--- config.mk ---
export PLATFORM = sky130hd
export DESIGN_NAME = debounce
export DESIGN_NICKNAME = d
export VERILOG_FILES = /design/src/bus_pkg.sv /design/src/plat_pkg.sv /design/src/debounce.sv
export SDC_FILE = /design/constraint.sdc
export NUM_CORES = 1
export LEC_CHECK = 0
export ABC_CLOCK_PERIOD_IN_PS = 2560
export BUFFER_PORTS_ARGS = -buffer_cell sky130_fd_sc_hd__buf_2
export CAP_MARGIN = 30
export CORE_AREA = 4 4 41 43
export DETAILED_ROUTE_END_ITERATION = 10
export DIE_AREA = 0 0 45 47
export PLACE_DENSITY = 0.43
export SLEW_MARGIN = 20
export SYNTH_ARGS = -nofsm -noshare
export SYNTH_HDL_FRONTEND = slang
export SYNTH_SLANG_ARGS = --single-unit
--- constraint.sdc ---
create_clock -name clk -period 2.56 [get_ports clk]
set_input_delay 0.512 -clock clk [delete_from_list [all_inputs] [get_ports clk]]
set_output_delay 0.512 -clock clk [all_outputs]
set_load 0.01 [all_outputs]
--- src/bus_pkg.sv ---
package bus_pkg;

	// core bus widths, counted in words and bytes.
	localparam int ADDR_W = 30;
	localparam int DATA_W = 32;
	localparam int BE_W   = 4;

	// the top two word address bits select the target.
	localparam int REGION_W = 2;

	localparam logic [REGION_W-1:0] REGION_RAM   = 2'b00;
	localparam logic [REGION_W-1:0] REGION_PIO   = 2'b01;
	localparam logic [REGION_W-1:0] REGION_TIMER = 2'b10;
	localparam logic [REGION_W-1:0] REGION_NONE  = 2'b11;

	// low word address bits handed to every target.
	localparam int OFFSET_W = 8;

	// returned for any read that hits the unmapped region.
	localparam logic [DATA_W-1:0] UNMAPPED_RD = 32'hbad0_cafe;

endpackage

--- src/plat_pkg.sv ---
package plat_pkg;

	localparam int RAM_WORDS  = 256;
	localparam int RAM_ADDR_W = $clog2(RAM_WORDS);

	localparam int LED_W = 8;
	localparam int BTN_W = 4;

	// stable cycles required before a debounced output moves.
	localparam int DEBOUNCE_CYCLES = 16;
	localparam int DEBOUNCE_CNT_W  = $clog2(DEBOUNCE_CYCLES);
	localparam logic [DEBOUNCE_CNT_W-1:0] DEBOUNCE_LAST = DEBOUNCE_CNT_W'(DEBOUNCE_CYCLES - 1);

	localparam logic [bus_pkg::OFFSET_W-1:0] PIO_LEDS = 8'd0;
	localparam logic [bus_pkg::OFFSET_W-1:0] PIO_BTNS = 8'd1;
	localparam logic [bus_pkg::OFFSET_W-1:0] PIO_EDGE = 8'd2;

	localparam logic [bus_pkg::OFFSET_W-1:0] TMR_RELOAD = 8'd0;
	localparam logic [bus_pkg::OFFSET_W-1:0] TMR_CTRL   = 8'd1;
	localparam logic [bus_pkg::OFFSET_W-1:0] TMR_STATUS = 8'd2;

endpackage

--- src/debounce.sv ---
`timescale 1ns/1ps

module debounce
#(
	parameter type payload_t = logic
)
(
	input  logic     clk,
	input  logic     rst,
	input  payload_t dirty,
	output payload_t clean
);

	payload_t sync_a, sync_b, candidate;
	logic [plat_pkg::DEBOUNCE_CNT_W-1:0] count;

	always_ff @(posedge clk) begin
		if (rst) begin
			sync_a <= '0;
			sync_b <= '0;
			candidate <= '0;
			count <= '0;
			clean <= '0;
		end else begin
			sync_a <= dirty;
			sync_b <= sync_a; // two flops against metastability.

			if (sync_b != candidate) begin
				candidate <= sync_b; // any movement starts the wait over.
				count <= '0;
			end else if (count == plat_pkg::DEBOUNCE_LAST)
				clean <= candidate;
			else
				count <= count + 1'b1;
		end
	end

endmodule

==> impl_results.md <==
* Effective utilization at floorplan at 23.6%
* Dominant cell type by area after synthesis: dfxtp_1
* Antenna Nets Post-Route at 0
* Setup Skew at 0.00147 ns
* Layout cells sized above 1 at 19.4%
* Synth top area share at 52.2%
* Reported net switching power at 0.0516 mW
* Async S/R FF share, synth at 0%
* Root Buffer Master: clkbuf_4
* Number of placed cells counting well taps at 48
* Largest delay share family, worst path: flip-flops
* Critical path buffer and inverter count at 1
* Worst path setup slack after routing at 1.34 ns
* Fin util at 27.9%
* Worst-path maximum fanout at 3
* Per-cell routed wire length at 9.06 um
* Leading register cell type out of synthesis: dfxtp_1
* Switching power as a share of total power at 21.2%
* Hold-fix buffers, CTS at 0
* Category of the most critical setup path: reg -> out
* Mapped Avg Cell Area at 10.2 um2
* Chip Width at 45 um
* Detail-routed via count per cell at 4.35
* Data arrival time of the critical path at 0.71 ns
* WP data required at 2.05 ns
* Slew at the pin closest to its max-slew limit at 0.210 ns
* CTS tree: built
* Post-Layout Inst Area at 363 um2
* # port buffers at 3
* Total of cells resized after clock tree synthesis at 0
* Hold Vio Cnt, Final at 0
* Setup crit end kind: primary output
* Critical path, cell by cell: buf_2
* Crit path max-delay cell type: dfxtp_1
* Number of different library cells in the post-synthesis netlist at 17
* VDD IR max at 0.000258 V
* Register bit total from synthesis at 8
* Initial antenna violation count at 0
* Period Utilization, post-route at 47.6%
* Height of the die at 47 um
* Final WL at 462 um
* First-pass GRT wire length at 765 um
* Total clock sinks at 8
* Hold/Removal Path Class: reg -> reg
* Leakage power of the design at 0.148 nW
* Worst-path clk slew at 0.05 ns
* Global router's overall resource usage at 5.54%
* Area of the mapped netlist at 307 um2
* Seq/Total Area, Yosys at 52.2%
* Yosys warning total at 0
* H-Tree Level Count at 1
* Layout net count at 42
* Top cells by area in the synthesized netlist: dfxtp_1, nor2b_1, xnor2_1
* Total core area at 1300 um2
* Kind of start point of the critical path: register
* Post-synth top cells: dfxtp_1, nor2_1, nor2b_1, o21ai_0, xnor2_1
* Number of max-slew violations in the final report at 0
* Synth-to-Final Area Change at 18.4%
* I/O pin total at 4
* Max-cap viol count at 0
* Maximum number of pins on one net before global-route repair at 7
* Final worst path period need at 1.22 ns
* DRC viols at 0
* Share of power burned in combinational logic at 5.9%
* Post-Place Worst Slack at 1.39 ns
* Max stage delay on crit path at 0.33 ns
* Number of instances in the synthesized netlist at 30
* Cell-internal power at 0.192 mW
* Sum Neg Setup Slack at 0 ns
* Maximum buffer depth of the clock tree at 2
* Number of vias after detailed routing at 222
* Number of enable flip-flop cells after synthesis at 0
* Number of global-route vias before repair at 198
* Power density cells at 670 nW/um2
* Most frequent cell after synthesis: dfxtp_1
* Grt ovf at 0
* Post-CTS Setup Bufs at 0
* Die Area at 2120 um2
* Number of setup violations in the final report at 0
* RSZ-0062 raised after global routing: false
* Max-Slew Margin vs Limit at 86.0%
* Status: complete, no violations
* Number of standard cells in the final layout excluding fillers at 51
* Maximum clock frequency at 0.821 GHz
* Number of rows in the core area at 13
* Net count after synthesis at 34
* Global placer's final weighted congestion at 0.641
* Diode count at 0
* First-pass iteration count of the detailed router at 1
* Clk pwr share at 37.9%
* Clock buffer count from CTS at 3
* Clock insertion delay at the later pin of the skew report at 0.24 ns
* Flop pwr share at 56.2%
* Iteration-0 DRC Markers at 0
* Area after detailed placement at 340 um2
## metrics by stage
| stage | total power, mW | hold WS (ns) |
|---|---|---|
| 3_5_place_dp | 0.154 | 0.436 |
| 5_1_grt | 0.257 | 0.472 |
| 2_1_floorplan | 0.148 | 0.414 |
| 6_report | 0.243 | 0.454 |
| 4_1_cts | 0.247 | 0.460 |
| 3_3_place_gp | 0.153 | 0.431 |
## cell usage in the layout, fill, tap and decap left out, drive strengths merged, types with 2 or more instances in the layout
cell and count:
o21ai 2, nand3 2, dfxtp 8, clkbuf 3, buf 3, xnor2 2
nor2b 3, nor2 3
## kinds of logic after synthesis
group	share of synthesized area (%)
simple gates	24.5
flops	52.2
compound gates	10.2
xor+xnor	5.72
mux	3.27
fa+ha+maj	4.08
## flip-flops by register name, summed over array words and instances, names as in the netlist
name       cells
count          4
candidate      1
clean          1
sync_a         1
sync_b         1
## worst paths after layout
path,start,endpoint,slack [ns],depth (start not counted)
min,sync_a,sync_b,0.45,1
min reg2reg,sync_a,sync_b,0.45,1
max reg2reg,count[0],clean,1.40,4
max,clean,clean,1.34,1
## power groups by stage
stage | clock [mW] | combinational (mW) | sequential [mW]
6_report | 0.0922 | 0.0144 | 0.137
5_1_grt | 0.102 | 0.0172 | 0.137
4_1_cts | 0.0956 | 0.0147 | 0.136
3_5_place_dp | 0 | 0.0147 | 0.139
3_3_place_gp | 0 | 0.0142 | 0.139
2_1_floorplan | 0 | 0.0108 | 0.137
## final cells by class
class	count	area (um2)
Multi-Input combinational cell	22	146
Clock buffer	3	22.5
Sequential cell	8	160
Timing Repair Buffer	3	15.0
Fill cell	146	938
Tap cell	15	18.8
## per-layer routing
metal  track usage (%)  part of all wire (%)
met3              4.60                   5.2
met5                 0                     0
met2              7.63                    45
met1              5.72                    50
met4              3.51                     0
(Power assumes the default switching activity.)
