$ cat src/bus_pkg.sv
package bus_pkg;

	// core bus widths, counted in words and bytes.
	localparam int ADDR_W = 30;
	localparam int DATA_W = 32;
	localparam int BE_W   = 4;

	// the top two word address bits select the target.
	localparam int REGION_W = 2;

	localparam logic [REGION_W-1:0] REGION_RAM   = 2'b00;
	localparam logic [REGION_W-1:0] REGION_PIO   = 2'b01;
	localparam logic [REGION_W-1:0] REGION_TIMER = 2'b10;
	localparam logic [REGION_W-1:0] REGION_NONE  = 2'b11;

	// low word address bits handed to every target.
	localparam int OFFSET_W = 8;

	// returned for any read that hits the unmapped region.
	localparam logic [DATA_W-1:0] UNMAPPED_RD = 32'hbad0_cafe;

endpackage

$ cat src/plat_pkg.sv
package plat_pkg;

	localparam int RAM_WORDS  = 256;
	localparam int RAM_ADDR_W = $clog2(RAM_WORDS);

	localparam int LED_W = 8;
	localparam int BTN_W = 4;

	// stable cycles required before a debounced output moves.
	localparam int DEBOUNCE_CYCLES = 16;
	localparam int DEBOUNCE_CNT_W  = $clog2(DEBOUNCE_CYCLES);
	localparam logic [DEBOUNCE_CNT_W-1:0] DEBOUNCE_LAST = DEBOUNCE_CNT_W'(DEBOUNCE_CYCLES - 1);

	localparam logic [bus_pkg::OFFSET_W-1:0] PIO_LEDS = 8'd0;
	localparam logic [bus_pkg::OFFSET_W-1:0] PIO_BTNS = 8'd1;
	localparam logic [bus_pkg::OFFSET_W-1:0] PIO_EDGE = 8'd2;

	localparam logic [bus_pkg::OFFSET_W-1:0] TMR_RELOAD = 8'd0;
	localparam logic [bus_pkg::OFFSET_W-1:0] TMR_CTRL   = 8'd1;
	localparam logic [bus_pkg::OFFSET_W-1:0] TMR_STATUS = 8'd2;

endpackage

$ cat src/interval_timer.sv
`timescale 1ns/1ps

module interval_timer
(
	input  logic                          clk,
	input  logic                          rst,
	input  logic                          sel,
	input  logic                          wr,
	input  logic [bus_pkg::OFFSET_W-1:0]  offset,
	input  logic [bus_pkg::DATA_W-1:0]    wdata,
	output logic [bus_pkg::DATA_W-1:0]    rdata,
	output logic                          irq
);

	logic [bus_pkg::DATA_W-1:0] reload, count;
	logic [1:0] ctrl; // bit 0 runs the counter, bit 1 lets status reach irq.
	logic status, ctrl_wr, status_clr;

	assign ctrl_wr = sel && wr && offset == plat_pkg::TMR_CTRL;
	assign status_clr = sel && wr && offset == plat_pkg::TMR_STATUS && wdata[0];

	assign irq = status && ctrl[1];

	always_ff @(posedge clk) begin
		if (rst) begin
			reload <= '0;
			count <= '0;
			ctrl <= '0;
			status <= 1'b0;
		end else begin
			if (sel && wr && offset == plat_pkg::TMR_RELOAD)
				reload <= wdata;

			if (status_clr)
				status <= 1'b0;

			if (ctrl_wr) begin
				ctrl <= wdata[1:0];
				count <= reload; // a fresh start on every enabling write.
			end else if (ctrl[0]) begin
				if (count == '0) begin
					status <= 1'b1; // expiry beats a clear in the same cycle.
					count <= reload;
				end else
					count <= count - 1'b1;
			end
		end
	end

	always_ff @(posedge clk) begin
		if (sel) begin
			rdata <= '0;
			case (offset)
				plat_pkg::TMR_RELOAD: rdata <= reload;
				plat_pkg::TMR_CTRL:   rdata[1:0] <= ctrl;
				plat_pkg::TMR_STATUS: rdata[0] <= status;
				default: ;
			endcase
		end
	end

endmodule

$ cat config.mk
export PLATFORM = sky130hd
export DESIGN_NAME = interval_timer
export DESIGN_NICKNAME = d
export VERILOG_FILES = /design/src/bus_pkg.sv /design/src/plat_pkg.sv /design/src/interval_timer.sv
export SDC_FILE = /design/constraint.sdc
export NUM_CORES = 1
export LEC_CHECK = 0
export ABC_AREA = 0
export BUFFER_PORTS_ARGS = -buffer_cell sky130_fd_sc_hd__buf_2
export CORE_ASPECT_RATIO = 1.75
export CORE_MARGIN = 1
export CORE_UTILIZATION = 50
export CTS_BUF_LIST = sky130_fd_sc_hd__clkbuf_4 sky130_fd_sc_hd__clkbuf_8
export DETAILED_ROUTE_END_ITERATION = 10
export PLACE_DENSITY = 0.73
export SYNTH_ARGS = -nofsm -noshare
export SYNTH_HDL_FRONTEND = slang
export SYNTH_SLANG_ARGS = --single-unit
$ cat constraint.sdc
create_clock -name clk -period 4.7 [get_ports clk]
set_input_delay 0.94 -clock clk [delete_from_list [all_inputs] [get_ports clk]]
set_output_delay 0.94 -clock clk [all_outputs]
set_load 0.01 [all_outputs]
==> reports/metrics.csv <==
stage;metric;value;unit
hold_path;holdPathStages;2;
timing;tightest_slew;1.03;ns
worst_setup_path;slowest_delay;0.71;ns
worst_setup_path;critPathSlowestCell;nor4_2;
route;vias;3974;
floorplanning;die_area;0.00921;mm²
hold_path;hold_class;flop to flop;
synth;syn_nets;531;
clock_tree;clock_sinks;99;
timing;max_freq;319;MHz
synth;synthAdderAreaFrac;0.568;%
synth;yosysWarnings;0;
synth;synth_area_per_cell;9.08;µm²
power;peakVddDrop;179;µV
floorplanning;core;0.00861;mm²
timing;relSlewSlack;31.3;%
timing;fin_skew;0.00615;ns
timing;fin_crit_sh;66.6;%
synth;syn_area;0.00441;mm²
power;pwr-share-seq;57.3;%
clock_tree;clock_latency;0.37;ns
floorplanning;ios;77;
synth;synth_edf_count;32;
power;switching_share;21.5;%
timing;timing_hold_violations_final;0;
synth;synth_compound_gate_area_share;16.1;%
placement;dpl.hpwl;8470;µm
clock_tree;cts_max_path_buffers;2;
layout;antenna_cells;0;
global_routing;grtUsageTotal;27.4;%
worst_setup_path;cp.arrival;3.44;ns
route;ant_nets;0;
timing;hold_ws;0.473;ns
floorplanning;placementRows;45;
layout;areaGrowthSynthToFinish;16.0;%
synth;synth.distinct_cells;45;
synth;ys_seq_area_share;52.3;%
synth;synth.ff_latch_count;99;
clock_tree;cts_root_buf;clkbuf_8;
placement;place_inst;661;
worst_setup_path;start_kind;flop;
clock_tree;cts.clk_slew.worst_paths;0.09;ns
synth;synth.area.top_cells;dfxtp_1, edfxtp_1, nand2_1;
layout;drive_above_1_share;20.2;%
timing;fin_ws;1.57;ns
route;drtIter0Drc;259;
global_routing;grt_pass1_wl;18800;µm
global_routing;grt_max_degree;43;
job;cap_violations;0;
clock_tree;post_cts_buffers;0;
floorplanning;start_util;51.1;%
power;switchingPower;0.334;mW
timing;slew_viol_final;0;
layout;layout.cells.non_filler;677;
synth;synthFlopType;dfxtp_1;
power;cellInternalPower;1.22;mW
worst_setup_path;reg2reg_depth;7;
synth;netlist_instances;485;
power;p_leak;2.02;nW
worst_setup_path;worstSetupPathType;flop to flop;
clock_tree;cts_tree;yes;
power;powerDensity;304;mW/mm²
outcome;status;finished clean;
synth;synthXorXnorAreaFrac;0.199;%
synth;synth_simple_gate_area_share;27.2;%
route;viasPerCell;5.87;
route;drc;0;
global_routing;antenna_found_initial;0;
global_routing;gr-total-overflow;0;
synth;synthTopCellsByCount;nand2_1, dfxtp_1, a21oi_1;
placement;dpl_cell_area;0.00489;mm²
route;dr.pass1.iters;5;
worst_setup_path;worstPathRequired;5.01;ns
route;wirelength;11800;µm
route;wire_per_inst;17.5;µm
layout;final_nets;601;
timing;grt_setup_unrepaired;false;
synth;async_reset_ff_share;0;%
clock_tree;ctsHoldBuffers;0;
power;p_clk_share;38.7;%
placement;portBuffers;76;
worst_setup_path;path_cells;nor4_2 -> nand4_1 -> o41ai_4 -> buf_4 -> and2_1 -> a22oi_1 -> o21ai_0;
timing;setup_viol;0;
synth;synth_top_family_by_area;simple AND/OR/NAND/NOR gates;
global_routing;grt_pass1_vias;3897;
synth;muxShareOfSynthArea;0.454;%
layout;fin_area;0.00511;mm²
floorplanning;die_w;73.0;µm
clock_tree;cts_buffers;9;
synth;netlist.area_leader.share;30.4;%
power;p_comb_share;4.0;%
placement;dpl_worst_slack;1.41;ns
worst_setup_path;end_kind;flop;
timing;setup_tns;0;ns
synth;yosysMostFrequentCell;nand2_1;
worst_setup_path;critPathMaxFanout;42;
timing;period_minus_slack;3.13;ns
placement;finalWeightedCongestion;0.905;
clock_tree;post_cts_resized;0;
layout;nFillCells;815;
synth;post-synth-top-area-cell;dfxtp_1;
floorplanning;die_height;126;µm
clock_tree;htree_levels;3;
==> state kept, by name (all words and copies together) (netlist names) <==
name and count:
reload 32, status 1, rdata 32, ctrl 2
count 32
==> area by class of cell <==
cell class | count | area [µm²] | share of cell area, %
flip-flops and latches | 99 | 2300 | 45.0
multi-input cells | 352 | 1960 | 38.4
repair buffers | 86 | 455 | 8.91
well taps | 117 | 146 | 2.86
clock buffers | 11 | 139 | 2.72
clock inverters | 5 | 77.6 | 1.52
inverters | 7 | 26.3 | 0.514
==> routing by layer <==
| layer | GRT usage (%) | vias up | part of all wire (%) |
|---|---|---|---|
| met5 | 0 | - | 0 |
| met4 | 18.5 | 0 | 4.5 |
| met3 | 4.32 | 30 | 3.7 |
| met2 | 47.8 | 116 | 53 |
| met1 | 29.6 | 1928 | 38 |
| li1 | - | 1900 | - |
==> power by group through the flow <==
| stage | Sequential [mW] | Combinational [mW] | Clock [mW] |
|---|---|---|---|
| floorplan | 0.918 | 0.0137 | 0 |
| CTS | 0.892 | 0.0618 | 0.606 |
| global placement | 0.911 | 0.0605 | 0 |
| detailed placement | 0.912 | 0.0615 | 0 |
| finish | 0.892 | 0.0618 | 0.603 |
| global route | 0.893 | 0.0662 | 0.639 |
==> cell families (layout without fill, tap and decap cells) <==
group | count (synthesis) | in the layout
simple gates | 233 | 233
compound gates | 114 | 114
flops | 99 | 99
buf+inv | 34 | 109
fa+ha+maj | 2 | 2
mux | 2 | 2
xor+xnor | 1 | 1
==> cell usage in the layout, fill, tap and decap left out, drive strengths merged, types with 4 or more instances in the layout <==
cell type,count
clkbuf,11
inv,7
and2,35
and3,5
o41ai,4
nor3,15
o31ai,12
a31oi,5
o211ai,4
nand4,7
dfxtp,67
nand3,25
nand2,90
edfxtp,32
o21ai,20
nor2,24
or4,9
o22ai,5
buf,86
a21oi,51
nor4,12
==> critical path: cells and delay by family (launching register included) <==
| family | cells | cell delay, ns |
|---|---|---|
| and+or+nand+nor | 3 | 1.61 |
| AOI/OAI and AO/OA | 3 | 0.64 |
| buffers and inverters | 1 | 0.44 |
| DFF | 1 | 0.38 |
==> final timing paths <==
| kind | slack (ns) | startpoint | endpoint |
|---|---|---|---|
| max | 1.57 | count[2] | count[29] |
| min | 0.47 | reload[23] | reload[23] |
| max reg2reg | 1.57 | count[2] | count[29] |
| min reg2reg | 0.47 | reload[23] | reload[23] |
==> stage by stage <==
step,power (mW),util (%)
final,1.56,59.3
after global routing,1.60,59.3
after CTS,1.56,59.3
after detailed placement,0.973,56.8
after global placement,0.972,56.8
after floorplan,0.931,-
Note: power is estimated with default switching activity, not from simulation.
