<file path="src/bus_pkg.sv">
package bus_pkg;

	// core bus widths, counted in words and bytes.
	localparam int ADDR_W = 30;
	localparam int DATA_W = 32;
	localparam int BE_W   = 4;

	// the top two word address bits select the target.
	localparam int REGION_W = 2;

	localparam logic [REGION_W-1:0] REGION_RAM   = 2'b00;
	localparam logic [REGION_W-1:0] REGION_PIO   = 2'b01;
	localparam logic [REGION_W-1:0] REGION_TIMER = 2'b10;
	localparam logic [REGION_W-1:0] REGION_NONE  = 2'b11;

	// low word address bits handed to every target.
	localparam int OFFSET_W = 8;

	// returned for any read that hits the unmapped region.
	localparam logic [DATA_W-1:0] UNMAPPED_RD = 32'hbad0_cafe;

endpackage

</file>
<file path="src/bus_ctrl.sv">
`timescale 1ns/1ps

module bus_ctrl
(
	input  logic                          clk,
	input  logic                          rst,
	input  logic [bus_pkg::ADDR_W-1:0]    addr,
	input  logic [bus_pkg::DATA_W-1:0]    data_wr,
	input  logic [bus_pkg::BE_W-1:0]      data_be,
	input  logic                          write,
	input  logic                          start,
	output logic [bus_pkg::DATA_W-1:0]    data_rd,
	output logic                          ready,
	output logic                          ram_sel,
	output logic                          pio_sel,
	output logic                          tmr_sel,
	output logic [bus_pkg::OFFSET_W-1:0]  offset,
	output logic [bus_pkg::DATA_W-1:0]    wdata,
	output logic [bus_pkg::BE_W-1:0]      be,
	output logic                          wr,
	input  logic [bus_pkg::DATA_W-1:0]    ram_rdata,
	input  logic [bus_pkg::DATA_W-1:0]    pio_rdata,
	input  logic [bus_pkg::DATA_W-1:0]    tmr_rdata
);

	typedef enum logic [1:0] {
		IDLE,
		SELECT,
		WAIT,
		DONE
	} state_t;

	state_t state;
	logic [bus_pkg::REGION_W-1:0] region;

	// one select for one cycle, and none at all for the unmapped region.
	assign ram_sel = (state == SELECT) && (region == bus_pkg::REGION_RAM);
	assign pio_sel = (state == SELECT) && (region == bus_pkg::REGION_PIO);
	assign tmr_sel = (state == SELECT) && (region == bus_pkg::REGION_TIMER);

	assign ready = state == DONE;

	always_ff @(posedge clk) begin
		if (rst)
			state <= IDLE;
		else begin
			unique case (state)
				IDLE:   if (start) state <= SELECT; // later starts are dropped.
				SELECT: state <= WAIT;
				WAIT:   state <= DONE;
				DONE:   state <= IDLE;
			endcase
		end
	end

	// the core holds its signals until ready, but a private copy keeps targets stable.
	always_ff @(posedge clk) begin
		if (state == IDLE && start) begin
			region <= addr[bus_pkg::ADDR_W-1 -: bus_pkg::REGION_W];
			offset <= addr[bus_pkg::OFFSET_W-1:0];
			wdata <= data_wr;
			be <= data_be;
			wr <= write;
		end
	end

	always_ff @(posedge clk) begin
		if (state == WAIT) begin
			unique case (region)
				bus_pkg::REGION_RAM:   data_rd <= ram_rdata;
				bus_pkg::REGION_PIO:   data_rd <= pio_rdata;
				bus_pkg::REGION_TIMER: data_rd <= tmr_rdata;
				bus_pkg::REGION_NONE:  data_rd <= bus_pkg::UNMAPPED_RD;
			endcase
		end
	end

endmodule

</file>
<file path="config.mk">
export PLATFORM = sky130hd
export DESIGN_NAME = bus_ctrl
export DESIGN_NICKNAME = d
export VERILOG_FILES = /design/src/bus_pkg.sv /design/src/bus_ctrl.sv
export SDC_FILE = /design/constraint.sdc
export NUM_CORES = 1
export LEC_CHECK = 0
export BUFFER_PORTS_ARGS = -buffer_cell sky130_fd_sc_hd__buf_2
export CAP_MARGIN = 20
export CELL_PAD_IN_SITES_DETAIL_PLACEMENT = 2
export CELL_PAD_IN_SITES_GLOBAL_PLACEMENT = 2
export CORE_MARGIN = 2
export CORE_UTILIZATION = 25
export CTS_BUF_LIST = sky130_fd_sc_hd__clkbuf_4
export CTS_CLUSTER_DIAMETER = 150
export DETAILED_ROUTE_END_ITERATION = 8
export MAX_ROUTING_LAYER = met4
export PLACE_DENSITY = 0.89
export SLEW_MARGIN = 0
export SYNTH_ARGS = -nofsm -noshare
export SYNTH_HDL_FRONTEND = slang
export SYNTH_SLANG_ARGS = --single-unit
</file>
<file path="constraint.sdc">
create_clock -name clk -period 3.07 [get_ports clk]
set_input_delay 0.1535 -clock clk [delete_from_list [all_inputs] [get_ports clk]]
set_output_delay 0.1535 -clock clk [all_outputs]
set_load 0.02 [all_outputs]
</file>
==> run metrics, run 1 <==
Max Cap Viol=0; main flop type after synthesis=edfxtp_1; Via density=4.266; crit path max fanout=14; Async S/R FF share, synth=0%; post-DP HPWL=8.419 mm; # rows=42; Worst Tran Pin Value=963.0 ps; startpoint class of the critical path=flop; vias=2,884; die area=14,300 µm²; Layout area overhead=65.72%; status=finished clean; Final Cell Area=5534 µm²; fraction of synthesized cell area taken by the top area cell type=71.04%; syn avg cell area=17.86 µm²; Max Root-Sink Buffers=2; port bufs=226; worst-case vdd ir drop=0.2723 mV; DRT antenna net count=0; Final TNS setup=0 ps; EDFF count, synth=79; routability cong.=0.7603; initial antenna violation count=0; crit path DAT=1990 ps; Mapped Area=3339 µm²; # clock sinks=81; CTS Hold Bufs=77; drt drc=0; die height=119.6 µm; sequential share of the synthesized area=72.24%; Total Nets Final=665; Post-Syn Nets=357; I/O Pins=247; Tmin final=2140 ps; WL/cell=19.58 µm; count of pins over their slew limit=0; CTS buffer count=9; hold slack=46.79 ps; Synth area leader=edfxtp_1; gr usage total=19.07%; clk_lat worst skew=430 ps; die width=119.6 µm; GR Overflow Total=0; worst hold path type=in -> reg; CTS tree=yes; Ys Warns=0; number of global-route vias before repair=3,389; Cell Area, Placed=4626 µm²; Synth area leaders=edfxtp_1 71%, mux2_4 6.3%, o22a_1 5.0%; max frequency=0.4672 GHz; Netlist cell types=24; core box area=13,140 µm²; starting density of the core=25.42%; share of cells above drive strength 1=53.60%; period utilisation layout=69.72%; Worst-path clk slew=140 ps; # Post-CTS Setup Buffers=0; Critical Path Sink Type=output port; slew margin rel.=35.80%; post-synthesis register bit count=81; root buffer cell=clkbuf_4; final WL=13.24 mm; skew final=12.84 ps; post_cts resized=0; pwr/cell area=674.1 nW/µm²; RSZ-0062 raised after global routing=no; DRT Pass-1 Iters=4; Final Hold Fails=0; setup violation total in the final timing report=0; post-synthesis cell count=187; fill count=1,398; largest net degree at the start of global routing=40; LEAKAGE=0.002438 µW; first-pass GRT wire length=19.60 mm; ant diodes=0; critical path class=reg -> out; DRT iter0 DRCs=68; worst endpoint required time=2920 ps; # H-tree levels=3
## registers in the layout, indices dropped and copies added, names as in the netlist
signal and cells:
data_rd 32, wdata 32, offset 8, be 4, region 2, state 2, wr 1
## Yosys cell counts, types with 3 or more instances
master and instances:
nand2_1 13, o21ai_1 8, mux2_4 14, ha_1 4
o22a_1 19, nor2_1 3, o21ai_0 5, mux2i_1 14
buf_6 4, mux2_2 5, edfxtp_1 79
## stage by stage
stage	setup WS, ps	total power [µW]	instances	utilization [%]
CTS	835.2	3750	676	42.12
global route	778.9	3921	676	42.12
global placement	1116	2944	583	35.21
finish	929.6	3730	676	42.12
detailed placement	948.7	3019	583	35.21
floorplan	926.8	2532	187	-
## worst paths after layout
path	from	to	slack, ps	cells past startpoint
hold reg to reg	state[1]	state[1]	580	2
setup / recovery	region[1]	pio_sel	930	3
hold / removal	pio_rdata[8]	data_rd[8]	50	3
setup reg to reg	state[1]	wdata[5]	950	4
## power by group
| part | leakage (µW) | switching [µW] | total, µW | internal (µW) |
|---|---|---|---|---|
| clock | 0.0000765 | 385 | 651 | 267 |
| combinational | 0.00161 | 845 | 1350 | 508 |
| sequential | 0.000754 | 120 | 1730 | 1610 |
## per-layer routing
metal  up-vias  global-route usage, %  routed length (µm)
met5         -                      -                   0
met4         0                  5.588                 204
met3        16                  4.800                 869
met2       141                  34.57                7012
met1      1383                  20.59                5149
li1       1344                      -                   -
## layout make-up
| type | count | area, µm² | area share, % |
|---|---|---|---|
| Multi-Input combinational cell | 93 | 817.0 | 14.76 |
| Sequential cell | 81 | 2412 | 43.59 |
| Clock inverter | 5 | 55.05 | 0.9948 |
| Inverter | 2 | 7.507 | 0.1357 |
| Tap cell | 176 | 220.2 | 3.979 |
| Timing Repair Buffer | 308 | 1939 | 35.04 |
| Clock buffer | 11 | 82.58 | 1.492 |
## logic make-up (layout without fill, tap and decap cells)
| kind of cell | Yosys count | in the layout | synth area share, % |
|---|---|---|---|
| buffers and inverters | 13 | 326 | 3.410 |
| adder cells (fa/ha/maj) | 4 | 4 | 1.499 |
| AO/OA/AOI/OAI | 33 | 33 | 7.156 |
| multiplexers | 33 | 33 | 12.18 |
| flip-flops | 81 | 81 | 72.24 |
| AND/OR/NAND/NOR | 23 | 23 | 3.522 |
## cells in the final DEF (no fill, tap or decap)
cell type	instances
a211oi_1	1
and2_1	1
and2_2	1
and2b_2	1
and3b_1	1
buf_2	226
buf_4	5
bufinv_16	1
clkbuf_4	11
clkinv_1	2
clkinv_4	1
dfxtp_1	2
dlygate4sd3_1	77
edfxtp_1	79
ha_1	3
ha_2	1
inv_1	2
inv_6	1
mux2_2	5
mux2_4	14
mux2i_1	14
nand2_1	13
nand2b_1	1
nand2b_4	1
nor2_1	3
nor3b_1	1
o21ai_0	5
o21ai_1	8
o22a_1	19
## worst max-delay path, stage by stage, from the launching register on
cell	delay, ps
edfxtp_1	800
and2b_2	400
and2_1	200
buf_2	150
(Power assumes the default switching activity.)
==> inputs of run 2 (changes only) <==
Clock period 3.07 ns to 2.15 ns, I/O delays scaled along.
==> run metrics, run 2 (same netlist as run 1, synthesis figures left out) <==
status=finished clean; pwr/cell area=954.9 nW/µm² (+42%); Total Nets Final=686 (+3.2%); clk_lat worst skew=460 ps (+30 ps); initial antenna violation count=1 (+1); CP cell instances=buf_4 > and2b_2 > and2_1 > buf_2; Final TNS setup=0 ps (unchanged); gr usage total=20.22% (+1.2 points); Cell Area, Placed=4651 µm² (+0.54%); CTS tree=yes; DRT antenna net count=0 (unchanged); Gate power share=37.3% (+1.0 points); commonest cells after routing, fill and taps aside=226 x buf_2, 98 x dlygate4sd3_1, 79 x edfxtp_1; max frequency=0.4964 GHz; post_cts resized=0 (unchanged); count of pins over their slew limit=0 (unchanged); WL/cell=20.19 µm (+3.1%); LEAKAGE=0.002540 µW (+4.2%); first-pass GRT wire length=20.66 mm (+5.4%); die height=119.6 µm (unchanged); worst-case vdd ir drop=0.3307 mV (+21%); # clock sinks=81 (unchanged); Critical Path Sink Type=output port; period utilisation layout=93.70%; RSZ-0062 raised after global routing=no; most common cell after layout, fill and taps aside=buf_2; routability cong.=0.7424 (-2.4%); slew margin rel.=71.85% (+36 points); hold slack=38.49 ps (-8.298 ps); startpoint class of the critical path=flop; final WL=14.08 mm (+6.3%); Net Sw Power=1971 µW (+46%); core box area=13,140 µm² (unchanged); share of cells above drive strength 1=51.73% (-1.9 points); Layout area overhead=73.40%; I/O Pins=247 (unchanged); largest net degree at the start of global routing=46 (+15%); die width=119.6 µm (unchanged); Final Hold Fails=0 (unchanged); GR Overflow Total=0 (unchanged); critical path class=reg -> out; crit path max fanout=22 (+8); Tmin final=2015 ps; port bufs=226 (unchanged); vias=3,021 (+4.8%); number of global-route vias before repair=3,597 (+6.1%); P_int=3559 µW (+50%); drt drc=0 (unchanged); Max Root-Sink Buffers=2 (unchanged); critical path's largest stage delay=390 ps (-410 ps); switch share=35.64% (-0.56 points); crit path DAT=1910 ps (-80 ps); root buffer cell=clkbuf_4; die area=14,300 µm² (unchanged); # H-tree levels=3 (unchanged); Via density=4.334 (+1.6%); # rows=42 (unchanged); Slowest-stage cell, CP=and2b_2; setup violation total in the final timing report=0 (unchanged); post-DP HPWL=8.288 mm (-1.6%); worst endpoint required time=2040 ps (-880 ps); Clk network pwr share=18.9% (+1.4 points); Final Cell Area=5791 µm² (+4.6%); DRT Pass-1 Iters=4 (unchanged); DRT iter0 DRCs=154 (+130%); Worst-path clk slew=140 ps (about the same); Worst Tran Pin Value=422.2 ps (-540.8 ps); CTS buffer count=9 (unchanged); starting density of the core=25.42% (unchanged); Reg power frac=43.7% (-2.6 points); skew final=9.167 ps (-3.676 ps); biggest regs=data_rd (32), wdata (32), offset (8); Max Cap Viol=0 (unchanged); worst hold path type=in -> reg
run 2: cell count changes in the layout (fill, tap and decap cells not counted), sizes merged:
cell | previous run | this run
bufinv | 1 | 2
dlygate4sd3 | 77 | 98
clkinv | 3 | 2
clkinvlp | 0 | 1
inv | 3 | 2
clkbuf | 11 | 10
diode | 0 | 1
run 2: cell type report:
class / instances / area (µm²)
multi-input cells: 93 / 817.0
inverters: 2 / 7.507
repair buffers: 329 / 2175
fillers: 1363 / 7347
flip-flops and latches: 81 / 2412
clock buffers: 10 / 75.07
well taps: 176 / 220.2
clock inverters: 5 / 81.33
diodes: 1 / 2.502
run 2: metrics by stage:
step	power, µW	instances	worst slack [ps]	utilization, %
4_1_cts	5528	696	83.68	44.06
3_5_place_dp	4340	583	461.5	35.40
5_1_grt	5808	697	1.626	44.08
2_1_floorplan	3615	187	6.825	-
3_3_place_gp	4248	583	549.6	35.40
6_report	5530	697	135.5	44.08
run 2: power by group through the flow:
stage | Combinational, µW | Clock (µW) | Sequential (µW)
global route | 2210 | 1140 | 2450
floorplan | 729 | 0 | 2890
detailed placement | 1900 | 0 | 2440
global placement | 1840 | 0 | 2410
CTS | 2060 | 1060 | 2400
finish | 2070 | 1050 | 2420
run 2: worst paths after layout:
kind	depth (start not counted)	from	slack (ps)	to
worst max-delay path	4	region[1]	140	pio_sel
worst max register to register	6	state[0]	170	state[0]
worst min register to register	2	state[1]	590	state[1]
worst min-delay path	3	ram_rdata[19]	40	data_rd[19]
run 2: worst max-delay path: cells and delay by family, from the launching register on:
| family | cells | cell delay [ps] |
|---|---|---|
| flip-flops | 1 | 350 |
| AND/OR/NAND/NOR | 2 | 590 |
| buffers and inverters | 2 | 510 |
run 2: what timing repair did:
| item | CTS | global route |
|---|---|---|
| buffers inserted | 0 | 0 |
| hold endpoints to repair | 81 | 0 |
| hold buffers | 98 | 0 |
run 2: layer usage:
metal  share of wire (%)  up-vias  global-route usage, %
met2                  54      152                  36.82
met5                   0        -                      -
met4                 2.3        0                  8.015
met3                 6.9       23                  5.703
li1                    -     1382                      -
met1                  37     1464                  20.43
==> inputs of run 3 (changes only) <==
Settings changed: REMOVE_ABC_BUFFERS set to 1.
==> run metrics, run 3 (same netlist as run 1, synthesis figures left out) <==
Final Hold Fails=0 (unchanged); Worst Tran Pin Value=324.2 ps (-98.04 ps); die width=119.6 µm (unchanged); core box area=13,140 µm² (unchanged); CTS buffer count=9 (unchanged); routability cong.=0.7087 (-4.5%); WL/cell=20.24 µm (+0.22%); Via density=4.319 (-0.34%); starting density of the core=25.42% (unchanged); DRT Pass-1 Iters=4 (unchanged); Critical Path Sink Type=flop; crit path DAT=2240 ps (+330 ps); post-DP HPWL=8.623 mm (+4.0%); # H-tree levels=3 (unchanged); I/O Pins=247 (unchanged); most common cell after layout, fill and taps aside=buf_2; DRT antenna net count=0 (unchanged); first-pass GRT wire length=20.67 mm (about the same); final WL=14.07 mm (about the same); Tmin final=2017 ps (+2.204 ps); die area=14,300 µm² (unchanged); crit path max fanout=28 (+27%); drt drc=0 (unchanged); worst hold path type=in -> reg; LEAKAGE=0.002531 µW (-0.36%); Final TNS setup=0 ps (unchanged); RSZ-0062 raised after global routing=no; # rows=42 (unchanged); DRT iter0 DRCs=139 (-9.7%); Max Cap Viol=0 (unchanged); overall power=5517 µW (-0.23%); pwr/cell area=960.0 nW/µm² (+0.53%); Worst-path clk slew=130 ps (about the same); startpoint class of the critical path=flop; critical path class=reg -> reg; worst endpoint required time=2370 ps (+330 ps); root buffer cell=clkbuf_4; skew final=11.34 ps (+2.175 ps); biggest regs=data_rd (32), wdata (32), offset (8); max frequency=0.4958 GHz (-0.11%); die height=119.6 µm (unchanged); number of global-route vias before repair=3,467 (-3.6%); GR Overflow Total=0 (unchanged); largest net degree at the start of global routing=41 (-11%); commonest cells after routing, fill and taps aside=226 x buf_2, 92 x dlygate4sd3_1, 79 x edfxtp_1; status=finished clean; port bufs=226 (unchanged); slew margin rel.=78.39% (+6.5 points); vias=3,002 (-0.63%); initial antenna violation count=3 (+2); Max Root-Sink Buffers=2 (unchanged); # clock sinks=81 (unchanged); CTS tree=yes; gr usage total=20.48% (+0.26 points); clk_lat worst skew=450 ps (about the same); share of cells above drive strength 1=52.33% (+0.59 points); worst-case vdd ir drop=0.2549 mV (-23%); Layout area overhead=72.09%; setup violation total in the final timing report=0 (unchanged); Total Nets Final=681 (-0.73%); period utilisation layout=93.80% (+0.10 points); count of pins over their slew limit=0 (unchanged)
[run 3: cell count changes in the layout (fill, tap and decap cells not counted), sizes merged]
cell         previous run  this run
dlygate4sd3            98        92
clkinv                  2         5
diode                   1         3
buf                   231       232
bufinv                  2         1
clkbuf                 10         9
clkinvlp                1         0
inv                     2         3
[run 3: worst paths after layout]
check	slack, ps	start	endpoint	cells after the start
hold / removal	40	ram_rdata[13]	data_rd[13]	3
setup / recovery	130	region[1]	data_rd[17]	5
hold reg to reg	680	state[1]	state[1]	2
setup reg to reg	130	region[1]	data_rd[17]	5
[run 3: layout make-up]
type                    instances  area [µm²]
clock inverters                 7       70.07
fillers                      1355        7391
flip-flops and latches         81        2412
clock buffers                   9       67.56
diodes                          3       7.507
repair buffers                324        2135
inverters                       2       7.507
well taps                     176       220.2
multi-input cells              93       827.0
[run 3: power by group]
group / leakage, µW / internal, µW / switching (µW)
Clock: 0.0000777 / 355 / 577
Sequential: 0.000754 / 2280 / 159
Combinational: 0.00170 / 867 / 1280
Total: 0.00253 / 3500 / 2010
[run 3: worst max-delay path: stages (launching register included)]
cell           delay [ps]
edfxtp_1              430
buf_12                230
and2b_2               350
nand2_1               120
o21ai_0                80
dlygate4sd3_1         560
[run 3: layer usage]
metal	part of all wire [%]	GRT usage (%)
met5	0	-
met4	1.9	8.015
met3	7.8	5.894
met2	52	36.46
met1	38	21.38
[run 3: metrics by stage]
step                hold WS, ps  cell area [µm²]  instances  util (%)  setup WS, ps
floorplan                 179.9             3233        176         -        0.6795
global placement          284.2             4671        584     35.55         671.5
finish                    41.53             5747        695     43.74         133.3
CTS                       6.224             5729        692     43.61         82.73
global route              33.33             5747        695     43.74         44.32
detailed placement        286.4             4671        584     35.55         571.1
[run 3: what timing repair did]
item,in CTS,in global routing
endpoints found under the setup margin,0,1
hold buffers,92,0
buffers inserted,0,0
endpoints found under the hold margin,81,0
gates resized for setup,0,1
