### config.mk
export PLATFORM = sky130hd
export DESIGN_NAME = pio_port
export DESIGN_NICKNAME = d
export VERILOG_FILES = /design/src/bus_pkg.sv /design/src/plat_pkg.sv /design/src/pio_port.sv
export SDC_FILE = /design/constraint.sdc
export NUM_CORES = 1
export LEC_CHECK = 0
export ABC_AREA = 0
export BUFFER_PORTS_ARGS = -buffer_cell sky130_fd_sc_hd__buf_4
export CORE_UTILIZATION = 40
export DETAILED_ROUTE_END_ITERATION = 6
export PLACE_DENSITY_LB_ADDON = 0.12
export SYNTH_ARGS = -nofsm -noshare
export SYNTH_HDL_FRONTEND = slang
export SYNTH_SLANG_ARGS = --single-unit
export TNS_END_PERCENT = 5
### constraint.sdc
create_clock -name clk -period 1.2 [get_ports clk]
set_input_delay 0 -clock clk [delete_from_list [all_inputs] [get_ports clk]]
set_output_delay 0 -clock clk [all_outputs]
set_load 0.05 [all_outputs]
### src/bus_pkg.sv
package bus_pkg;

	// core bus widths, counted in words and bytes.
	localparam int ADDR_W = 30;
	localparam int DATA_W = 32;
	localparam int BE_W   = 4;

	// the top two word address bits select the target.
	localparam int REGION_W = 2;

	localparam logic [REGION_W-1:0] REGION_RAM   = 2'b00;
	localparam logic [REGION_W-1:0] REGION_PIO   = 2'b01;
	localparam logic [REGION_W-1:0] REGION_TIMER = 2'b10;
	localparam logic [REGION_W-1:0] REGION_NONE  = 2'b11;

	// low word address bits handed to every target.
	localparam int OFFSET_W = 8;

	// returned for any read that hits the unmapped region.
	localparam logic [DATA_W-1:0] UNMAPPED_RD = 32'hbad0_cafe;

endpackage

### src/plat_pkg.sv
package plat_pkg;

	localparam int RAM_WORDS  = 256;
	localparam int RAM_ADDR_W = $clog2(RAM_WORDS);

	localparam int LED_W = 8;
	localparam int BTN_W = 4;

	// stable cycles required before a debounced output moves.
	localparam int DEBOUNCE_CYCLES = 16;
	localparam int DEBOUNCE_CNT_W  = $clog2(DEBOUNCE_CYCLES);
	localparam logic [DEBOUNCE_CNT_W-1:0] DEBOUNCE_LAST = DEBOUNCE_CNT_W'(DEBOUNCE_CYCLES - 1);

	localparam logic [bus_pkg::OFFSET_W-1:0] PIO_LEDS = 8'd0;
	localparam logic [bus_pkg::OFFSET_W-1:0] PIO_BTNS = 8'd1;
	localparam logic [bus_pkg::OFFSET_W-1:0] PIO_EDGE = 8'd2;

	localparam logic [bus_pkg::OFFSET_W-1:0] TMR_RELOAD = 8'd0;
	localparam logic [bus_pkg::OFFSET_W-1:0] TMR_CTRL   = 8'd1;
	localparam logic [bus_pkg::OFFSET_W-1:0] TMR_STATUS = 8'd2;

endpackage

### src/pio_port.sv
`timescale 1ns/1ps

module pio_port
(
	input  logic                          clk,
	input  logic                          rst,
	input  logic                          sel,
	input  logic                          wr,
	input  logic [bus_pkg::OFFSET_W-1:0]  offset,
	input  logic [bus_pkg::DATA_W-1:0]    wdata,
	output logic [bus_pkg::DATA_W-1:0]    rdata,
	input  logic [plat_pkg::BTN_W-1:0]    btns,
	output logic [plat_pkg::LED_W-1:0]    leds,
	output logic                          irq
);

	logic [plat_pkg::BTN_W-1:0] btn_prev, edges, edge_clr;

	assign irq = |edges;

	// writing a one to an edge bit acknowledges it.
	assign edge_clr = (sel && wr && offset == plat_pkg::PIO_EDGE) ?
	                  wdata[plat_pkg::BTN_W-1:0] : '0;

	always_ff @(posedge clk) begin
		if (rst) begin
			leds <= '0;
			btn_prev <= '0;
			edges <= '0;
		end else begin
			btn_prev <= btns;
			edges <= (edges & ~edge_clr) | (btns & ~btn_prev); // new edges win.

			if (sel && wr && offset == plat_pkg::PIO_LEDS)
				leds <= wdata[plat_pkg::LED_W-1:0];
		end
	end

	always_ff @(posedge clk) begin
		if (sel) begin
			rdata <= '0;
			case (offset)
				plat_pkg::PIO_LEDS: rdata[plat_pkg::LED_W-1:0] <= leds;
				plat_pkg::PIO_BTNS: rdata[plat_pkg::BTN_W-1:0] <= btns;
				plat_pkg::PIO_EDGE: rdata[plat_pkg::BTN_W-1:0] <= edges;
				default: ;
			endcase
		end
	end

endmodule

==> impl_metrics.tcl, run 1 <==
set metrics [dict create \
    layout_commonest_cell "buf_4" \
    htreeDepth 1 \
    grt_pass1_wl_mm 4.002 \
    syn_inst 122 \
    start_util_pct 43.51 \
    rsz0062_at_grt "true" \
    r2r-start "edges[2]$_SDFF_PP0_" \
    synth_warnings 0 \
    vias 985 \
    crit_fanout 2 \
    slew_viol_final 0 \
    clk_pin_slew_worst_paths_ns 0.13 \
    fp.coreArea_mm2 0.002853 \
    status "complete, but fails checks" \
    worst_path_dominant_cell_family "simple AND/OR/NAND/NOR gates" \
    synth_cell_types 21 \
    dieArea_mm2 0.003330 \
    hold_path.startpoint "sel" \
    multiInputGateArea_um2 539.3 \
    clock_path_buffers 2 \
    avgSynthCellArea_um2 10.17 \
    drtIter0Drc 27 \
    power.density_mw_per_mm2 1132 \
    wl_per_cell_um 11.93 \
    drv_cap 0 \
    required_ns 1.20 \
    critPathCaptureType "output port" \
    synth_area_mm2 0.001241 \
    grt_use_total_pct 15.85 \
    fill_cells 265 \
    fin_nets 228 \
    clkLatencyLatePin_ns 0.31 \
    antenna_found_initial 0 \
    cts_root_buf "clkbuf_4" \
    die_w_um 57.71 \
    crit_type "reg -> out" \
    startpoint_type "flip-flop" \
    rrSetupSlack_ns 0.13 \
    mostFrequentLayoutCells "buf_4, conb_1, nand2_1, dfxtp_1, dlygate4sd3_1" \
    place_area_mm2 0.001485 \
    seq_area_frac_synth_pct 45.16 \
    finalCritPeriodShare_pct 112.3 \
    setup_viol 1 \
    holdPathStages 2 \
    grt_max_degree 18 \
    cts_buffers 3 \
    grt_pass1_vias 899 \
    r2r-end "rdata[2]$_DFFE_PP_" \
    slowest_stage "or4_4" \
    routed_wl_mm 2.505 \
    vias_per_cell 4.690 \
    io_buffers 40 \
    ys_ff_latch 24 \
    finalHoldViolCount 0 \
    ant_nets 0 \
    power_leakage_nw 0.7539 \
    arrival_ns 1.35 \
    overflow 0 \
    total_power_w 0.001907 \
    drcViolationCount 4 \
    cp_num_buf_inv 1 \
    slowest_delay_ns 0.52 \
    ff2ff_path_depth 4 \
    first_pass_iters 5 \
    layout_min_cycle_time_ns 1.347 \
    rows 19 \
    holdPathEnd "rdata[5]$_SDFFCE_PP0P_" \
    timing.fmax_ghz 0.7423 \
    layout-drive-gt1-share_pct 35.20 \
    path_cells "or4_4, buf_6" \
    setup_slack_ns -0.1472 \
    syn_to_final_growth_pct 35.69 \
    cts_tree "done" \
    vdd.ir_drop.worst_v 0.0006111 \
    routabilityCongestion 0.7856 \
    pin_count 89 \
    violations "design-rule violations, negative setup slack" \
    fin_skew_ns 0.002026 \
    min_path_type "in -> reg" \
    die_h_um 57.71 \
    diodes 0 \
    dp_hpwl_mm 1.870 \
    register_area_um2 563.0 \
    final_cell_area_mm2 0.001684 \
    cts_sinks 24 \
]
-- stage by stage --
step / utilization, % / std cells / worst slack, ns / TNS [ns] / hold slack [ns]
2_1_floorplan: - / 145 / -0.06533 / -0.1960 / 0.08317
3_3_place_gp: 52.06 / 192 / 0.05633 / 0 / 0.2233
3_5_place_dp: 52.06 / 192 / 0.05616 / 0 / 0.2158
4_1_cts: 59.04 / 210 / -0.1614 / -0.1614 / 0.05087
5_1_grt: 59.04 / 210 / -0.1986 / -0.1986 / 0.03433
6_report: 59.04 / 210 / -0.1472 / -0.1472 / 0.06294
-- report_power, final --
part / internal [W] / switching [W] / total (W)
combinational: 0.000144 / 0.000302 / 0.000446
clock: 0.000337 / 0.000242 / 0.000579
sequential: 0.000868 / 0.0000138 / 0.000882
-- worst max path at each step --
stage	startpoint	to	slack, ns	depth (start not counted)
2_1_floorplan	leds[1]$_SDFFE_PP0P_	rdata[1]$_DFFE_PP_	-0.07	3
6_report	edges[2]$_SDFF_PP0_	irq	-0.15	2
3_5_place_dp	offset[5]	edges[0]$_SDFF_PP0_	0.06	5
4_1_cts	edges[2]$_SDFF_PP0_	irq	-0.16	2
3_3_place_gp	offset[5]	edges[0]$_SDFF_PP0_	0.06	5
5_1_grt	edges[2]$_SDFF_PP0_	irq	-0.20	2
-- worst reg2reg max path: cells and delay by family (launching register included) --
family                 cells  cell delay (ns)
flip-flops                 1             0.36
AND/OR/NAND/NOR            1             0.27
multiplexers               1             0.05
AO/OA/AOI/OAI              1             0.15
buffers and inverters      1             0.11
-- cell type report --
class	instances	share of cell area, %
repair buffers	58	28.01
inverters	5	1.114
clock buffers	3	1.337
multi-input cells	88	32.02
well taps	31	2.303
clock inverters	1	1.783
flip-flops and latches	24	33.43
-- cell families after synthesis --
| logic type | Yosys count | share of synthesized area [%] |
|---|---|---|
| AND/OR/NAND/NOR | 44 | 21.37 |
| buffers and inverters | 33 | 18.65 |
| flip-flops | 24 | 45.16 |
| multiplexers | 12 | 9.678 |
| AO/OA/AOI/OAI | 8 | 4.839 |
| other | 1 | 0.3021 |
-- cell usage after synthesis --
cell	count	area share, %
mux2i_1	12	9.7
and3_2	4	2.4
buf_4	24	15
and4_4	1	0.91
buf_2	1	0.40
nand4_1	4	2.0
or4_1	1	0.61
nand2_1	21	6.4
edfxtp_1	8	19
and4b_1	1	0.81
nor2_1	1	0.30
or2_2	4	2.0
clkbuf_1	2	0.61
nor4_4	2	3.4
dfxtp_1	16	26
inv_1	5	1.5
nor2b_1	5	2.5
buf_12	1	1.6
a32o_1	4	3.2
a21oi_1	4	1.6
conb_1	1	0.30
-- state kept, by name, summed over array words and instances (netlist names) --
name      cells
btn_prev      4
edges         4
leds          8
rdata         8
-- repair_timing --
action                                  in CTS  in global routing
buffers inserted                             1                  0
gates cloned                                 0                  0
hold buffers                                13                  0
endpoints found under the hold margin       12                  0
gates resized for setup                      3                  0
endpoints found under the setup margin       1                  1
pin swaps                                    0                  0
-- per-layer routing --
layer	global-route usage (%)	part of all wire [%]	up-vias
met1	20.11	45	460
met4	6.122	0.96	0
met3	3.125	6.3	2
met2	26.74	47	42
met5	0	0	-
li1	-	-	481
(Power assumes the default switching activity.)
==> run 2, diff against run 1 <==
--- a/config.mk
+++ b/config.mk
@@ -7,6 +7,7 @@
 export LEC_CHECK = 0
 export ABC_AREA = 0
 export BUFFER_PORTS_ARGS = -buffer_cell sky130_fd_sc_hd__buf_4
+export CORE_ASPECT_RATIO = 0.5
 export CORE_UTILIZATION = 40
 export DETAILED_ROUTE_END_ITERATION = 6
 export PLACE_DENSITY_LB_ADDON = 0.12
==> impl_metrics.tcl, run 2 (synthesis gave the netlist of run 1 again) <==
set metrics [dict create \
    power_leakage_nw 0.7421 \
    io_buffers 40 \
    ant_nets 0 \
    crit_fanout 2 \
    slowest_stage "or4_4" \
    syn_to_final_growth_pct 34.58 \
    power.density_mw_per_mm2 1093 \
    first_pass_iters 4 \
    slowest_delay_ns 0.54 \
    fill_cells 237 \
    wl_per_cell_um 12.47 \
    finalHoldViolCount 0 \
    vias 989 \
    final_cells 213 \
    mostFrequentLayoutCells "buf_4, conb_1, nand2_1, mux2i_1, dfxtp_1" \
    setup_slack_ns -0.1022 \
    dp.cells 198 \
    startpoint_type "flip-flop" \
    rows 13 \
    grt_max_degree 16 \
    top_regs "leds: 8 flops, rdata: 8 flops" \
    fin_nets 225 \
    setup_viol 1 \
    clock_path_buffers 2 \
    fin_setup_tns_ns -0.1022 \
    layout-drive-gt1-share_pct 36.93 \
    cts_buffers 3 \
    drtIter0Drc 27 \
    dieArea_mm2 0.003343 \
    grt_pass1_wl_mm 3.926 \
    vdd.ir_drop.worst_v 0.0004899 \
    fp.coreArea_mm2 0.002765 \
    rsz0062_at_grt "true" \
    drcViolationCount 0 \
    die_w_um 80.78 \
    post-place-ws_ns 0.01424 \
    die_h_um 41.39 \
    drv_cap 0 \
    total_power_w 0.001825 \
    dp_hpwl_mm 2.025 \
    cts_root_buf "clkbuf_8" \
    cts_tree "done" \
    layout_min_cycle_time_ns 1.302 \
    grt_pass1_vias 833 \
    pin_count 89 \
    clkLatencyLatePin_ns 0.27 \
    arrival_ns 1.30 \
    overflow 0 \
    fin_util_pct 60.41 \
    violations "negative setup slack" \
    start_util_pct 44.89 \
    vias_per_cell 4.643 \
    cts_sinks 24 \
    critPathCaptureType "output port" \
    antenna_found_initial 0 \
    fin_skew_ns 0.002751 \
    required_ns 1.20 \
    finalCritPeriodShare_pct 108.5 \
    crit_type "reg -> out" \
    routed_wl_mm 2.656 \
    path_cells "or4_4, buf_8" \
    grt_use_total_pct 17.11 \
    layout_commonest_cell "buf_4" \
    htreeDepth 1 \
    routabilityCongestion 0.7407 \
    clk_pin_slew_worst_paths_ns 0.08 \
    slew_viol_final 0 \
    timing.fmax_ghz 0.7680 \
    status "complete, but fails checks" \
    diodes 0 \
    min_path_type "in -> reg" \
]
run 2: cell types whose count changed in the layout (fill, tap and decap cells not counted), moves of 2 or more:
| cell | delta |
|---|---|
| clkbuf_4 | -3 |
| dfxtp_1 | -2 |
| dfxtp_2 | +2 |
| clkbuf_8 | +3 |
| dlygate4sd3_1 | -4 |
run 2: worst max-delay path: cells and delay by family, from the launching register on:
kind,cells,cell delay (ns)
flip-flops,1,0.33
AND/OR/NAND/NOR,1,0.54
buffers and inverters,1,0.17
run 2: final timing paths:
path                        startpoint                     end  slack, ns  depth (start not counted)
setup / recovery   edges[2]$_SDFF_PP0_                     irq      -0.10                          2
hold / removal                 btns[2]  btn_prev[2]$_SDFF_PP0_       0.02                          2
setup reg to reg  leds[1]$_SDFFE_PP0P_      rdata[1]$_DFFE_PP_       0.16                          3
hold reg to reg   leds[5]$_SDFFE_PP0P_    leds[5]$_SDFFE_PP0P_       0.47                          2
run 2: routing by layer:
layer	vias to the layer above	part of all wire (%)	global-route usage [%]
met1	455	45	20.92
li1	476	-	-
met5	-	0	0
met3	2	7.8	4.783
met2	56	46	29.87
met4	0	1.1	7.143
run 2: layout make-up:
type                    count  area (µm²)  area share, %
well taps                  37       46.29          2.772
clock buffers               4       45.04          2.697
repair buffers             55       455.4          27.27
multi-input cells          88       539.3          32.28
inverters                   5       18.77          1.124
flip-flops and latches     24       565.5          33.86
run 2: through the flow:
step	hold WS, ns	cell area, µm²
after floorplan	0.08317	1329
after global routing	0.02287	1670
final	0.02314	1670
after global placement	0.2137	1505
after CTS	0.01609	1669
after detailed placement	0.2140	1505
run 2: timing repair:
item,CTS,global route
setup endpoints to repair,1,1
buffers inserted,2,0
hold buffers,9,0
hold endpoints to repair,12,0
resized for setup,5,1
pin swaps,1,1
run 2: report_power, final:
part | switching (W) | internal [W]
clock | 0.000251 | 0.000237
sequential | 0.0000144 | 0.000869
combinational | 0.000307 | 0.000147
total | 0.000572 | 0.00125
==> run 3, diff against run 2 <==
--- a/config.mk
+++ b/config.mk
@@ -14,4 +14,4 @@
 export SYNTH_ARGS = -nofsm -noshare
 export SYNTH_HDL_FRONTEND = slang
 export SYNTH_SLANG_ARGS = --single-unit
-export TNS_END_PERCENT = 5
+export TNS_END_PERCENT = 50
==> impl_metrics.tcl, run 3 (synthesis gave the netlist of run 1 again) <==
set metrics [dict create \
    htreeDepth 1 \
    dp_hpwl_mm 1.916 \
    ant_nets 0 \
    cts_tree "done" \
    vias 969 \
    dieArea_mm2 0.003343 \
    dp.cells 199 \
    startpoint_type "flip-flop" \
    min_path_type "in -> reg" \
    diodes 0 \
    vias_per_cell 4.528 \
    pin_count 89 \
    top_regs "leds: 8 flops, rdata: 8 flops" \
    required_ns 1.20 \
    die_w_um 80.78 \
    finalHoldViolCount 0 \
    antenna_found_initial 0 \
    cts_root_buf "clkbuf_8" \
    arrival_ns 1.28 \
    worst_path_dominant_cell_family "simple AND/OR/NAND/NOR gates" \
    drtIter0Drc 33 \
    fin_setup_tns_ns -0.08171 \
    syn_to_final_growth_pct 34.17 \
    clock_path_buffers 2 \
    power_leakage_nw 0.7427 \
    cp_num_buf_inv 1 \
    fin_nets 226 \
    timing.fmax_ghz 0.7802 \
    layout_min_cycle_time_ns 1.282 \
    fill_cells 232 \
    layout_commonest_cell "buf_4" \
    wl_per_cell_um 11.72 \
    fin_skew_ns 0.002144 \
    die_h_um 41.39 \
    critPathCaptureType "output port" \
    final_cells 214 \
    clk_pin_slew_worst_paths_ns 0.08 \
    grt_use_total_pct 15.70 \
    power.density_mw_per_mm2 1084 \
    rows 13 \
    slew_viol_final 0 \
    drv_cap 0 \
    clkLatencyLatePin_ns 0.26 \
    grt_pass1_wl_mm 3.532 \
    crit_type "reg -> out" \
    slowest_delay_ns 0.53 \
    start_util_pct 44.89 \
    drcViolationCount 0 \
    layout-drive-gt1-share_pct 37.29 \
    rsz0062_at_grt "true" \
    setup_slack_ns -0.08171 \
    register_area_um2 565.5 \
    grt_pass1_vias 741 \
    slowest_stage "or4_4" \
    io_buffers 40 \
    cts_buffers 3 \
    overflow 0 \
    cts_sinks 24 \
    multiInputGateArea_um2 539.3 \
    crit_fanout 2 \
    first_pass_iters 4 \
    violations "negative setup slack" \
    setup_viol 1 \
    routed_wl_mm 2.509 \
    finalCritPeriodShare_pct 106.8 \
    status "complete, but fails checks" \
    path_cells "or4_4, buf_8" \
    fp.coreArea_mm2 0.002765 \
    mostFrequentLayoutCells "buf_4, conb_1, nand2_1, mux2i_1, dfxtp_1" \
    vdd.ir_drop.worst_v 0.0005049 \
    routabilityCongestion 0.7432 \
    grt_max_degree 14 \
]
run 3: changes by cell type in the layout (fill, tap and decap cells not counted):
| cell | before | now |
|---|---|---|
| buf_4 | 44 | 46 |
| buf_12 | 1 | 0 |
run 3: final cells by class:
type	instances	area share, %
timing repair buffer	56	27.05
sequential	24	33.96
tap	37	2.780
clock buffer	4	2.705
inverter	5	1.127
multi-input combinational	88	32.38
run 3: per-layer routing:
layer	track usage (%)	vias up	share of wire, %
met3	5.000	2	9.3
li1	-	478	-
met4	6.696	0	1.1
met5	0	-	0
met1	19.61	441	47
met2	26.06	48	42
run 3: repair_timing:
item                                    in CTS  in global routing
hold buffers                                 8                  1
pin swaps                                    1                  0
buffers inserted                             2                  0
endpoints found under the setup margin       1                  1
hold endpoints to repair                    11                  1
resized for setup                            5                  0
run 3: worst min-delay path: cells and delay by family:
family | cells | cell delay (ns)
buffers and inverters | 1 | 0.11
and+or+nand+nor | 1 | 0.05
muxes | 1 | 0.06
run 3: path summary, 6_finish.rpt:
path	from	end	slack (ns)	cells past startpoint
setup / recovery	edges[1]$_SDFF_PP0_	irq	-0.08	2
hold / removal	wdata[7]	leds[7]$_SDFFE_PP0P_	0.002	3
hold reg to reg	btn_prev[1]$_SDFF_PP0_	edges[1]$_SDFF_PP0_	0.48	2
setup reg to reg	edges[1]$_SDFF_PP0_	rdata[1]$_DFFE_PP_	0.12	4
run 3: metrics by stage:
step	hold slack (ns)	power [W]	util (%)	area (µm²)	worst slack (ns)
2_1_floorplan	0.08317	0.001240	-	1330	-0.06533
3_3_place_gp	0.2316	0.001298	54.30	1501	0.04807
3_5_place_dp	0.2336	0.001302	54.30	1501	0.04034
4_1_cts	0.0007150	0.001810	59.86	1655	-0.08639
5_1_grt	0.01615	0.001886	60.23	1665	-0.1106
6_report	0.001728	0.001805	60.23	1665	-0.08171
run 3: report_power, final:
part	switching, W	internal (W)	total (W)
Sequential	0.0000129	0.000868	0.000881
Combinational	0.000303	0.000145	0.000448
Clock	0.000239	0.000237	0.000476
